## config.mk

```make
export PLATFORM = sky130hd
export DESIGN_NAME = spi_master_port
export DESIGN_NICKNAME = d
export VERILOG_FILES = /design/src/logic/spi_reg_pkg.sv /design/src/logic/spi_ctl_pkg.sv /design/src/logic/spi_host_regs.sv /design/src/logic/spi_baud_gen.sv /design/src/logic/spi_master_fsm.sv /design/src/logic/spi_shifter.sv /design/src/logic/spi_rx_status.sv /design/src/logic/spi_master_port.sv
export SDC_FILE = /design/constraint.sdc
export NUM_CORES = 1
export LEC_CHECK = 0
export ABC_AREA = 1
export CORE_AREA = 2 2 90 127
export CTS_BUF_LIST = sky130_fd_sc_hd__clkbuf_16
export CTS_CLUSTER_DIAMETER = 40
export DETAILED_ROUTE_END_ITERATION = 8
export DIE_AREA = 0 0 92 129
export DONT_BUFFER_PORTS = 1
export PLACE_DENSITY = 0.6
export SLEW_MARGIN = 20
export SYNTH_ARGS = -nofsm -noshare
export SYNTH_HDL_FRONTEND = slang
export SYNTH_HIERARCHICAL = 1
export SYNTH_SLANG_ARGS = --single-unit
```

## constraint.sdc

```tcl
create_clock -name sb_clk_i -period 3.7 [get_ports sb_clk_i]
set_input_delay 0.37 -clock sb_clk_i [delete_from_list [all_inputs] [get_ports sb_clk_i]]
set_output_delay 0.37 -clock sb_clk_i [all_outputs]
set_load 0.03 [all_outputs]
```

## src/logic/spi_reg_pkg.sv

```systemverilog
package spi_reg_pkg;

   localparam int BYTE_W = 8;

   // Host register image, one byte per register
   typedef struct packed {
      logic [BYTE_W-1:0] cr0;    // idly[7:6] tdly[5:3] ldly[2:0]
      logic [BYTE_W-1:0] cr1;    // Port enable in bit 7
      logic [BYTE_W-1:0] cr2;    // Master and mode bits
      logic [BYTE_W-1:0] br;     // Divider in bits 5:0
      logic [BYTE_W-1:0] csr;    // Chip select mask, active low
      logic [BYTE_W-1:0] txdr;
   } spi_regs_t;

   // Single-cycle write strobes, same order as spi_regs_t
   typedef struct packed {
      logic cr0;
      logic cr1;
      logic cr2;
      logic br;
      logic csr;
      logic txdr;
   } spi_reg_wt_t;

   // Configuration fields as the datapath sees them
   typedef struct packed {
      logic              en;
      logic              mstr;
      logic              mcsh;     // Keep chip select low between bytes
      logic              cpol;
      logic              cpha;
      logic              lsbf;
      logic [5:0]        div;
      logic [2:0]        ldly;
      logic [2:0]        tdly;
      logic [1:0]        idly;
      logic [BYTE_W-1:0] csmask;
   } spi_cfg_t;

endpackage

```

## src/logic/spi_ctl_pkg.sv

```systemverilog
package spi_ctl_pkg;

   // Master sequencer states
   typedef enum logic [3:0] {
      mst_idle = 4'b0000,
      mst_cken = 4'b0001,
      mst_mcsn = 4'b0010,
      mst_ldly = 4'b0110,
      mst_mrun = 4'b0111,
      mst_tdly = 4'b0100,
      mst_rcsn = 4'b1100,
      mst_ckds = 4'b1001,
      mst_idly = 4'b1000
   } mst_state_e;

   // Which half of an SCK period a tick closes
   typedef enum logic {
      lead_edge  = 1'b0,
      trail_edge = 1'b1
   } shift_phase_e;

   // Single-cycle events between blocks
   typedef struct packed {
      logic tx_load;
      logic byte_done;
      logic cfg_wt;
   } spi_evt_t;

endpackage

```

## src/logic/spi_host_regs.sv

```systemverilog
`timescale 1ns/1ps

module spi_host_regs
   import spi_reg_pkg::*;
(
   input  logic              sb_clk_i,
   input  logic              spi_rst_async,
   input  spi_regs_t         regs_i,
   input  spi_reg_wt_t       reg_wt_i,
   input  logic              tx_load_i,
   output spi_cfg_t          cfg_o,
   output logic [BYTE_W-1:0] tx_byte_o,
   output logic              trdy_o,
   output logic              cfg_wt_o
);

   assign cfg_wt_o = reg_wt_i.cr0 | reg_wt_i.cr1 | reg_wt_i.cr2 | reg_wt_i.br | reg_wt_i.csr;

   // Configuration, decoded as it is written
   always_ff @(posedge sb_clk_i or posedge spi_rst_async) begin
      if (spi_rst_async) begin
         cfg_o        <= '0;
         cfg_o.csmask <= '1;         // Nothing selected
      end else begin
         if (reg_wt_i.cr0) begin
            cfg_o.idly <= regs_i.cr0[7:6];
            cfg_o.tdly <= regs_i.cr0[5:3];
            cfg_o.ldly <= regs_i.cr0[2:0];
         end
         if (reg_wt_i.cr1) cfg_o.en <= regs_i.cr1[7];
         if (reg_wt_i.cr2) begin
            cfg_o.mstr <= regs_i.cr2[7];
            cfg_o.mcsh <= regs_i.cr2[6];
            cfg_o.cpol <= regs_i.cr2[2];
            cfg_o.cpha <= regs_i.cr2[1];
            cfg_o.lsbf <= regs_i.cr2[0];
         end
         if (reg_wt_i.br) cfg_o.div <= regs_i.br[5:0];
         if (reg_wt_i.csr) cfg_o.csmask <= regs_i.csr;
      end
   end

   // Transmit holding byte
   always_ff @(posedge sb_clk_i) begin
      if (reg_wt_i.txdr) tx_byte_o <= regs_i.txdr;
   end

   // A new write wins over a load in the same cycle, the old byte goes to the shifter
   always_ff @(posedge sb_clk_i or posedge spi_rst_async) begin
      if (spi_rst_async) begin
         trdy_o <= 1'b1;
      end else if (cfg_wt_o) begin
         trdy_o <= 1'b1;             // Drops a pending byte
      end else if (reg_wt_i.txdr) begin
         trdy_o <= 1'b0;
      end else if (tx_load_i) begin
         trdy_o <= 1'b1;
      end
   end

endmodule

```

## src/logic/spi_baud_gen.sv

```systemverilog
`timescale 1ns/1ps

module spi_baud_gen
   import spi_ctl_pkg::*;
#(
   parameter int DIV_W = 6
) (
   input  logic             sb_clk_i,
   input  logic             spi_rst_async,
   input  logic             clk_en_i,
   input  logic             run_i,
   input  logic             cpol_i,
   input  logic [DIV_W-1:0] div_i,
   output logic             tick_o,
   output shift_phase_e     phase_o,
   output logic             sck_o
);

   logic [DIV_W-1:0] div_cnt;
   logic             sck_act;        // SCK away from its rest level

   // Half-period divider, one tick every div_i+1 cycles
   always_ff @(posedge sb_clk_i or posedge spi_rst_async) begin
      if (spi_rst_async) begin
         div_cnt <= '0;
      end else if (!clk_en_i) begin
         div_cnt <= div_i;
      end else if (div_cnt == '0) begin
         div_cnt <= div_i;
      end else begin
         div_cnt <= div_cnt - 1'b1;
      end
   end

   assign tick_o = clk_en_i & (div_cnt == '0);

   // Toggles only while shifting, back to rest after an even count
   always_ff @(posedge sb_clk_i or posedge spi_rst_async) begin
      if (spi_rst_async) begin
         sck_act <= 1'b0;
      end else if (!run_i) begin
         sck_act <= 1'b0;
      end else if (tick_o) begin
         sck_act <= ~sck_act;
      end
   end

   // From rest the tick makes the leading edge
   assign phase_o = sck_act ? trail_edge : lead_edge;
   assign sck_o   = cpol_i ^ sck_act;

endmodule

```

## src/logic/spi_master_fsm.sv

```systemverilog
`timescale 1ns/1ps

module spi_master_fsm
   import spi_reg_pkg::*;
   import spi_ctl_pkg::*;
#(
   parameter int CS_W = 8
) (
   input  logic            sb_clk_i,
   input  logic            spi_rst_async,
   input  spi_cfg_t        cfg_i,
   input  logic            trdy_i,
   input  logic            cfg_wt_i,
   input  logic            txdr_wt_i,
   input  logic            tick_i,
   input  logic            byte_done_i,
   output logic            tx_load_o,
   output logic            shf_run_o,
   output logic            mclk_en_o,
   output logic            mclk_oe_o,
   output logic [CS_W-1:0] mcsn_o
);

   mst_state_e state;
   mst_state_e state_nxt;
   logic [3:0] dly_cnt;
   logic       no_cs;
   logic       start;
   logic       in_dly;
   logic       dly_done;
   logic       hold_go;

   assign no_cs    = &cfg_i.csmask;
   // A byte written now or left pending opens a frame
   assign start    = cfg_i.en & cfg_i.mstr & ~no_cs & ~cfg_wt_i & (txdr_wt_i | ~trdy_i);
   assign in_dly   = (state == mst_ldly) | (state == mst_tdly) | (state == mst_idly);
   assign dly_done = in_dly & tick_i & (dly_cnt == 4'd0);
   assign hold_go  = byte_done_i & cfg_i.mcsh & ~trdy_i;   // Next byte in the same frame

   // *******************************************************************
   // Master sequencer
   // *******************************************************************
   always_comb begin
      state_nxt = state;
      case (state)
         mst_idle: if (start) state_nxt = mst_cken;
         mst_cken: state_nxt = mst_mcsn;
         mst_mcsn: state_nxt = mst_ldly;
         mst_ldly: if (dly_done) state_nxt = mst_mrun;
         mst_mrun: if (byte_done_i && !hold_go) state_nxt = mst_tdly;
         mst_tdly: if (dly_done) state_nxt = mst_rcsn;
         mst_rcsn: state_nxt = mst_ckds;
         mst_ckds: state_nxt = mst_idly;
         mst_idly: if (dly_done) state_nxt = mst_idle;
         default:  state_nxt = mst_idle;
      endcase
   end

   always_ff @(posedge sb_clk_i or posedge spi_rst_async) begin
      if (spi_rst_async) begin
         state <= mst_idle;
      end else begin
         state <= state_nxt;
      end
   end

   assign shf_run_o = (state == mst_mrun);
   assign tx_load_o = ((state == mst_ldly) & dly_done) | ((state == mst_mrun) & hold_go);

   // *******************************************************************
   // Lead, trail and idle delays, N+1 ticks each
   // *******************************************************************
   always_ff @(posedge sb_clk_i or posedge spi_rst_async) begin
      if (spi_rst_async) begin
         dly_cnt <= 4'd0;
      end else if (state == mst_mcsn) begin
         dly_cnt <= {1'b0, cfg_i.ldly};
      end else if (state == mst_mrun) begin
         dly_cnt <= {1'b0, cfg_i.tdly};
      end else if (state == mst_rcsn) begin
         dly_cnt <= {2'b00, cfg_i.idly};
      end else if (in_dly && tick_i && dly_cnt != 4'd0) begin
         dly_cnt <= dly_cnt - 4'd1;
      end
   end

   // *******************************************************************
   // Clock enables and chip select
   // *******************************************************************
   always_ff @(posedge sb_clk_i or posedge spi_rst_async) begin
      if (spi_rst_async) begin
         mclk_en_o <= 1'b0;
         mclk_oe_o <= 1'b0;
         mcsn_o    <= '1;
      end else begin
         if (state == mst_cken) mclk_en_o <= 1'b1;
         else if ((state == mst_idly) && dly_done) mclk_en_o <= 1'b0;

         if (state == mst_cken) mclk_oe_o <= 1'b1;
         else if (state == mst_ckds) mclk_oe_o <= 1'b0;

         if (state == mst_mcsn) mcsn_o <= CS_W'(cfg_i.csmask);
         else if (state == mst_rcsn) mcsn_o <= '1;
      end
   end

endmodule

```

## src/logic/spi_shifter.sv

```systemverilog
`timescale 1ns/1ps

module spi_shifter
   import spi_reg_pkg::*;
   import spi_ctl_pkg::*;
(
   input  logic              sb_clk_i,
   input  logic              spi_rst_async,
   input  spi_cfg_t          cfg_i,
   input  logic              load_i,
   input  logic              run_i,
   input  logic              tick_i,
   input  shift_phase_e      phase_i,
   input  logic [BYTE_W-1:0] tx_byte_i,
   input  logic              miso_i,
   output logic              mosi_o,
   output logic              byte_done_o,
   output logic [BYTE_W-1:0] rx_byte_o
);

   logic [BYTE_W-1:0] shf_q;
   logic [3:0]        edge_cnt;
   logic              rx_bit;       // Sample waiting for the next shift
   logic              edge_tick;
   logic              smp_edge;
   logic              shf_edge;
   shift_phase_e      smp_phase;

   function automatic logic [BYTE_W-1:0] shift_in(input logic [BYTE_W-1:0] d,
                                                  input logic b,
                                                  input logic lsbf);
      return lsbf ? {b, d[BYTE_W-1:1]} : {d[BYTE_W-2:0], b};
   endfunction

   // cpha=0 samples on the leading edge, cpha=1 on the trailing one
   assign smp_phase = cfg_i.cpha ? trail_edge : lead_edge;
   assign edge_tick = run_i & tick_i;
   assign smp_edge  = edge_tick & (phase_i == smp_phase);
   // First leading edge with cpha=1 only presents the first bit
   assign shf_edge  = edge_tick & (phase_i != smp_phase) & (edge_cnt != 4'd0);

   always_ff @(posedge sb_clk_i or posedge spi_rst_async) begin
      if (spi_rst_async) begin
         edge_cnt <= 4'd0;
      end else if (load_i) begin
         edge_cnt <= 4'd0;
      end else if (edge_tick) begin
         edge_cnt <= edge_cnt + 4'd1;
      end
   end

   always_ff @(posedge sb_clk_i) begin
      if (smp_edge) rx_bit <= miso_i;
   end

   // Load wins over the last shift so a held frame runs on without a gap
   always_ff @(posedge sb_clk_i) begin
      if (load_i) begin
         shf_q <= tx_byte_i;
      end else if (shf_edge) begin
         shf_q <= shift_in(shf_q, rx_bit, cfg_i.lsbf);
      end
   end

   assign mosi_o      = cfg_i.lsbf ? shf_q[0] : shf_q[BYTE_W-1];
   assign byte_done_o = edge_tick & (edge_cnt == 4'd15);
   // With cpha=1 the last bit is sampled on the 16th edge itself
   assign rx_byte_o   = shift_in(shf_q, cfg_i.cpha ? miso_i : rx_bit, cfg_i.lsbf);

endmodule

```

## src/logic/spi_rx_status.sv

```systemverilog
`timescale 1ns/1ps

module spi_rx_status
   import spi_reg_pkg::*;
(
   input  logic              sb_clk_i,
   input  logic              spi_rst_async,
   input  logic              byte_done_i,
   input  logic              cfg_wt_i,
   input  logic              rxdr_rd_i,
   input  logic              trdy_i,
   input  logic              busy_i,
   input  logic              tip_i,
   input  logic [BYTE_W-1:0] rx_byte_i,
   output logic [BYTE_W-1:0] spirxdr_o,
   output logic [BYTE_W-1:0] spisr_o
);

   logic     rrdy_q;
   logic     roe_q;
   logic     busy_q;
   logic     tip_q;

   // Overwritten on every byte
   always_ff @(posedge sb_clk_i) begin
      if (byte_done_i) spirxdr_o <= rx_byte_i;
   end

   always_ff @(posedge sb_clk_i or posedge spi_rst_async) begin
      if (spi_rst_async) begin
         rrdy_q <= 1'b0;
         roe_q  <= 1'b0;
      end else if (rxdr_rd_i || cfg_wt_i) begin
         rrdy_q <= 1'b0;
         roe_q  <= 1'b0;
      end else if (byte_done_i) begin
         rrdy_q <= 1'b1;
         roe_q  <= roe_q | rrdy_q;      // Previous byte never read
      end
   end

   always_ff @(posedge sb_clk_i or posedge spi_rst_async) begin
      if (spi_rst_async) begin
         busy_q <= 1'b0;
         tip_q  <= 1'b0;
      end else begin
         busy_q <= busy_i;
         tip_q  <= tip_i;
      end
   end

   assign spisr_o = {tip_q, busy_q, 1'b0, trdy_i, rrdy_q, 1'b0, roe_q, 1'b0};

endmodule

```

## src/logic/spi_master_port.sv

```systemverilog
`timescale 1ns/1ps

module spi_master_port
   import spi_reg_pkg::*;
   import spi_ctl_pkg::*;
#(
   parameter int DIV_W = 6,
   parameter int CS_W  = 8
) (
   input  logic              sb_clk_i,
   input  logic              spi_rst_async,
   input  spi_regs_t         regs_i,
   input  spi_reg_wt_t       reg_wt_i,
   input  logic              rxdr_rd_i,
   input  logic              miso_i,
   output logic              mclk_o,
   output logic              mclk_oe_o,
   output logic              mosi_o,
   output logic              mosi_oe_o,
   output logic [CS_W-1:0]   mcsn_o,
   output logic [CS_W-1:0]   mcsn_oe_o,
   output logic [BYTE_W-1:0] spisr_o,
   output logic [BYTE_W-1:0] spirxdr_o
);

   spi_cfg_t          cfg;
   spi_evt_t          evt;
   logic [BYTE_W-1:0] tx_byte;
   logic [BYTE_W-1:0] rx_byte;
   logic              trdy;
   logic              shf_run;
   logic              mclk_en;
   logic              tick;
   shift_phase_e      phase;
   logic              mosi;
   logic              busy;

   // *******************************************************************
   // Input side
   // *******************************************************************
   spi_host_regs u_host_regs (
      .sb_clk_i      (sb_clk_i),
      .spi_rst_async (spi_rst_async),
      .regs_i        (regs_i),
      .reg_wt_i      (reg_wt_i),
      .tx_load_i     (evt.tx_load),
      .cfg_o         (cfg),
      .tx_byte_o     (tx_byte),
      .trdy_o        (trdy),
      .cfg_wt_o      (evt.cfg_wt)
   );

   // *******************************************************************
   // Sequencer, divider and shifter
   // *******************************************************************
   spi_master_fsm #(.CS_W(CS_W)) u_master_fsm (
      .sb_clk_i      (sb_clk_i),
      .spi_rst_async (spi_rst_async),
      .cfg_i         (cfg),
      .trdy_i        (trdy),
      .cfg_wt_i      (evt.cfg_wt),
      .txdr_wt_i     (reg_wt_i.txdr),
      .tick_i        (tick),
      .byte_done_i   (evt.byte_done),
      .tx_load_o     (evt.tx_load),
      .shf_run_o     (shf_run),
      .mclk_en_o     (mclk_en),
      .mclk_oe_o     (mclk_oe_o),
      .mcsn_o        (mcsn_o)
   );

   spi_baud_gen #(.DIV_W(DIV_W)) u_baud_gen (
      .sb_clk_i      (sb_clk_i),
      .spi_rst_async (spi_rst_async),
      .clk_en_i      (mclk_en),
      .run_i         (shf_run),
      .cpol_i        (cfg.cpol),
      .div_i         (DIV_W'(cfg.div)),
      .tick_o        (tick),
      .phase_o       (phase),
      .sck_o         (mclk_o)
   );

   spi_shifter u_shifter (
      .sb_clk_i      (sb_clk_i),
      .spi_rst_async (spi_rst_async),
      .cfg_i         (cfg),
      .load_i        (evt.tx_load),
      .run_i         (shf_run),
      .tick_i        (tick),
      .phase_i       (phase),
      .tx_byte_i     (tx_byte),
      .miso_i        (miso_i),
      .mosi_o        (mosi),
      .byte_done_o   (evt.byte_done),
      .rx_byte_o     (rx_byte)
   );

   // *******************************************************************
   // Output side
   // *******************************************************************
   spi_rx_status u_rx_status (
      .sb_clk_i      (sb_clk_i),
      .spi_rst_async (spi_rst_async),
      .byte_done_i   (evt.byte_done),
      .cfg_wt_i      (evt.cfg_wt),
      .rxdr_rd_i     (rxdr_rd_i),
      .trdy_i        (trdy),
      .busy_i        (busy),
      .tip_i         (shf_run),
      .rx_byte_i     (rx_byte),
      .spirxdr_o     (spirxdr_o),
      .spisr_o       (spisr_o)
   );

   assign busy      = ~&mcsn_o;        // Any slave selected
   assign mcsn_oe_o = ~mcsn_o;
   assign mosi_oe_o = shf_run;
   assign mosi_o    = mosi_oe_o ? mosi : 1'b1;   // Idles high when not driven

endmodule

```

# Word-level counts from Yosys, hierarchy flattened
# Index checks and enable logic that the tools add are counted.
classes:
  eq_ne: 17
  bitwise_logic: 31
  n_addsub: 3
  muxes: 38
  reduce_logical: 23
ops:
  columns: ["op", "count"]
  rows:
  - ["$mux 8", 6]
  - ["$mux 4", 11]
  - ["$pmux 4 s9", 1]
  - ["$mux 1", 18]
  - ["$and 1x1->1", 16]
  - ["$eq 4x4->1 const B", 4]
  - ["$reduce_and 8->1", 2]
  - ["$eq 4x3->1 const B", 3]
  - ["$mux 6", 2]
  - ["$ne 2x1->1 const B", 6]
  - ["$reduce_bool 2->1", 6]
  - ["$reduce_bool 4->1", 3]
  - ["$or 1x1->1", 9]
  - ["$logic_not 4->1", 2]
  - ["$not 8->8", 1]
  - ["$logic_not 6->1", 1]
  - ["$sub 6x1->6 const B", 1]
  - ["$reduce_and 5->1", 1]
  - ["$add 4x1->4 const B", 1]
  - ["$eq 4x1->1 const B", 1]
  - ["$eq 4x2->1 const B", 1]
  - ["$logic_and 1x1->1", 4]
  - ["$not 1->1", 4]
  - ["$sub 4x1->4 const B", 1]
  - ["other kinds (6)", 7]
word_totals:
  out_inout_bits: 36
  input_bits: 58
  regBits: 87
  elab_cells: 140

# Depth between registers and ports, before layout
depth:
  depth_word: 11
  mapped_depth: 14

# By module
# Netlist, hierarchy kept.
by_module_without_submodules:
  columns: ["module", "area_each_um2", "cells_each", "n_inst"]
  rows:
  - ["spi_host_regs", 1377.6, 136, 1]
  - ["spi_master_fsm", 1129.8, 155, 1]
  - ["spi_shifter", 744.5, 95, 1]
  - ["spi_baud_gen", 440.4, 53, 1]
  - ["spi_rx_status", 440.4, 30, 1]
  - ["spi_master_port", 63.8, 17, 1]

# Worst setup path before layout
# No wires, ideal clock.
synth_path:
  kind: "register -> register"
  start: "register u_master_fsm.state[3]"
  end: "register u_shifter.shf_q[0] (enable)"
  setup_ns: 0.329
  stages_incl_launch_ff: 13
  path_slack_ns: 0.495
  path_buffers: 1
  arrival_time_ns: 2.876
  cell_sequence: "dfrtp_1 inv_2 nand2_1 nor2_4 nand2_1 inv_1 nand3_1 nor2_1 nand3_1 o21ai_0 inv_2 buf_6 nand2_1"
synth_lines:
  columns: ["element", "line_no", "text"]
  rows:
  - ["start: declaration", "spi_master_fsm.sv:24", "mst_state_e state;"]
  - ["start signal: assignment", "spi_master_fsm.sv:61", "state <= mst_idle;"]
  - ["start signal: assignment", "spi_master_fsm.sv:63", "state <= state_nxt;"]
  - ["end signal: assignment", "spi_shifter.sv:59", "shf_q <= tx_byte_i;"]
  - ["end signal: assignment", "spi_shifter.sv:61", "shf_q <= shift_in(shf_q, rx_bit, cfg_i.lsbf);"]
  - ["end: declaration", "spi_shifter.sv:21", "logic [BYTE_W-1:0] shf_q;"]

==> impl_results.md <==
- Post-CTS Setup Bufs: 0
- Crit path time final: 2.84 ns
- Req. time, crit path: around 3.7 ns
- Maximum clock rate: 353 MHz
- Fill count: 1117
- Synth Cell Area: ~0.0042 mm²
- Register area share after synthesis: 0.554
- Yosys warns: 6
- Pin slew with the least headroom to its limit: 0.727 ns
- Final Setup Violations: 0
- Top FF cell, synth: dfrtp_1
- Outcome: completed
- H-tree Lvls: 3
- Drc violations: 0
- Post-synth EDFFs: 25
- Power Density: 436 mW/mm²
- Register clock-pin slew on the reported worst setup and hold paths: 0.06 ns
- GRT overflow: 0
- Crit path launch: u_baud_gen/div_cnt[0]
- Number of diodes: 0
- Chip width: roughly 92 µm
- Layout cells sized above 1: 0.125
- Comb power frac: 0.055
- Largest cells by area after synthesis: dfrtp_1 27%, edfxtp_1 18%, nand2_1 17%
- Placed cell count: 619
- CTS tree: done
- Core Footprint: between 0.01 and 0.015 mm²
- Maxcap violations: 0
- Final hold vios: 0
- Clk_skew: 0.00692 ns
- TritonRoute pass-1 iters: 4
- CTS max path bufs: 2
- Max-slew violation count: 0
- Hpwl dp: around 6700 µm
- Commonest cells in the netlist: 189 x nand2_1, 50 x inv_1, 45 x dfrtp_1
- Global Route Usage Sum: 0.158
- Initial DRC count: 96
- End point of the critical path: u_shifter/shf_q[1]
- Clock sink count: 87
- ANT nets after route: 0
- Final period utilization: 0.767
- DIE HEIGHT: 129 µm
- Synthesized flop and latch total: 87
- Crit Path Category: flip-flop to flip-flop
- Resize count post-CTS: 0
- CP Max Fanout: 18
- Via/cell ratio: 4.76
- Num CTS Buffers: 9
- Fraction of registers with async set or reset after synthesis: 0.713
- Top-count cell post-synth: nand2_1
- Area of the die: around 0.012 mm²
- Worst skew pair latency: 0.34 ns
- Syn avg cell area: about 8.6 µm²
- CP endpoint kind: flip-flop
- Row count: 45
- Worst path arrival time: 2.84 ns
- FF-to-FF setup slack: 0.86 ns
- Design internal power: 0.00152 W
- Top cell type's share of synthesized area: 0.268
- Netlist cell types: 34
- Switching power: between 0.0004 and 0.0005 W
- Peak VDD IR: between 0.00015 and 0.0002 V
- Area growth syn-to-layout: 8.86%
- Vias in the first global route: 3130
- Reg-to-reg startpoint: u_baud_gen/div_cnt[0]
- Nets: roughly 550
- Reg-to-Reg End: u_shifter/shf_q[1]
- Sw Share: 0.236
- RSZ-0062 raised after global routing: false
- Non-Filler Instances: 636
- Num ports: 94
- Vias: about 3000
- Number of port buffers: 0
- Clock network power share: 0.409
- Final GP Congestion: 0.869
- Core Util, Final: 0.427
- Fin Setup TNS: 0 ns
- Initial Util: 0.392
- CP startpoint kind: flip-flop
- Final wirelength: approximately 8800 µm
- Post-synthesis instance total: between 400 and 500
- Largest net degree at the start of global routing: 19
- Min-Delay Path Class: input port to asynchronous set/reset pin
- R2R cell count: 13
- Post-synth top area cell: dfrtp_1
- Initial antenna violation count: 0
- Clock Tree Root: clkbuf_16
- Slew margin rel.: 0.515
- Routed wire per std cell: 13.9 µm
- Reg power frac: 0.536
- First-pass GRT wire length: approximately 14000 µm
- P_leak: roughly 2.2 nW
-- sequential cells by signal, summed over array words and instances (netlist names) --
signal	cells
u_rx_status/busy_q	1
u_shifter/edge_cnt	4
u_shifter/shf_q	8
u_host_regs/tx_byte_o	8
u_rx_status/spirxdr_o	8
u_rx_status/tip_q	1
u_master_fsm/state	4
u_shifter/rx_bit	1
u_baud_gen/sck_act	1
u_rx_status/rrdy_q	1
u_master_fsm/mcsn_o	8
u_host_regs/trdy_o	1
u_master_fsm/dly_cnt	4
u_master_fsm/mclk_en_o	1
u_baud_gen/div_cnt	6
u_host_regs/cfg_o	28
u_master_fsm/mclk_oe_o	1
u_rx_status/roe_q	1
-- power groups by stage --
| stage | clock network [W] | registers, W | logic, W |
|---|---|---|---|
| 4_1_cts | 0.000840 | 0.00107 | 0.000113 |
| 3_3_place_gp | 0 | 0.00108 | 0.000107 |
| 5_1_grt | 0.000873 | 0.00107 | 0.000129 |
| 2_1_floorplan | 0 | 0.00107 | 0.0000990 |
| 3_5_place_dp | 0 | 0.00109 | 0.000111 |
| 6_report | 0.000816 | 0.00107 | 0.000110 |
-- worst max-delay path, cell delays in order (launching register included) --
cell and delay (ns):
dfrtp_1 0.37, inv_1 0.12, ha_1 0.24, nand3_4 0.11, nor2_2 0.21, nand2_1 0.17
inv_1 0.14, nand3_1 0.11, nor2_1 0.14, nand3_1 0.11, o21ai_0 0.16, buf_4 0.17
inv_2 0.12, nand2_1 0.32
-- kinds of logic after synthesis --
group,Yosys count,share of synthesized area
compound gates,35,0.0531
xor+xnor,5,0.0104
fa+ha+maj,6,0.0179
buf+inv,75,0.0826
flops,87,0.554
other cells,1,0.000894
simple gates,277,0.281
-- final cells by class --
class | count | area, µm² | area share
sequential | 87 | 2320 | 0.509
tap | 141 | 176 | 0.0386
timing repair buffer | 5 | 40.0 | 0.00876
multi-input combinational | 326 | 1530 | 0.336
inverter | 61 | 229 | 0.0501
clock buffer | 9 | 225 | 0.0493
clock inverter | 7 | 40.0 | 0.00876
-- worst min-delay path by stage --
stage / slack (ns) / cells past startpoint / from / endpoint
after floorplan: 0.14 / 1 / spi_rst_async / u_rx_status/busy_q
after global placement: 0.15 / 1 / spi_rst_async / u_shifter/edge_cnt[1]
after detailed placement: 0.15 / 1 / spi_rst_async / u_shifter/edge_cnt[1]
after CTS: 0.02 / 1 / spi_rst_async / u_host_regs/cfg_o[13]
after global routing: 0.06 / 1 / spi_rst_async / u_host_regs/cfg_o[14]
final: 0.01 / 1 / spi_rst_async / u_host_regs/cfg_o[13]
-- metrics by stage --
| stage | hold slack, ns | instance area (µm²) | power [W] | setup slack [ns] |
|---|---|---|---|---|
| after floorplan | 0.136 | 4200 | 0.00117 | 0.495 |
| after global placement | 0.154 | 4290 | 0.00119 | 0.964 |
| after detailed placement | 0.155 | 4290 | 0.00120 | 0.861 |
| after CTS | 0.0198 | 4570 | 0.00202 | 0.853 |
| after global routing | 0.0597 | 4570 | 0.00208 | 0.519 |
| final | 0.0114 | 4570 | 0.00199 | 0.864 |
-- metal layers --
metal	track usage	wire, µm	up-vias
met2	0.281	4650	65
met5	0	0	-
met3	0.0433	392	12
met4	0.0746	175	0
met1	0.174	3600	1424
li1	-	-	1526
-- cell usage in the layout, fill, tap and decap left out, drive strengths merged --
| cell | count |
|---|---|
| o21bai | 1 |
| nand4 | 4 |
| dfstp | 17 |
| clkinv | 3 |
| buf | 4 |
| o22a | 8 |
| inv | 64 |
| edfxtp | 25 |
| nor2 | 46 |
| nor3 | 1 |
| nand2 | 195 |
| xor2 | 5 |
| dfrtp | 45 |
| clkinvlp | 1 |
| a21oi | 4 |
| dlygate4sd3 | 1 |
| a31oi | 7 |
| nor3b | 1 |
| conb | 3 |
| a211oi | 1 |
| nand3 | 25 |
| o21ai | 14 |
| nand3b | 2 |
| or2 | 2 |
| nor2b | 1 |
| ha | 6 |
| clkbuf | 9 |
-- timing repair --
item / in CTS / in global routing
endpoints found under the setup margin: 0 / 0
hold buffers: 1 / 0
endpoints found under the hold margin: 15 / 0
(Power assumes the default switching activity.)
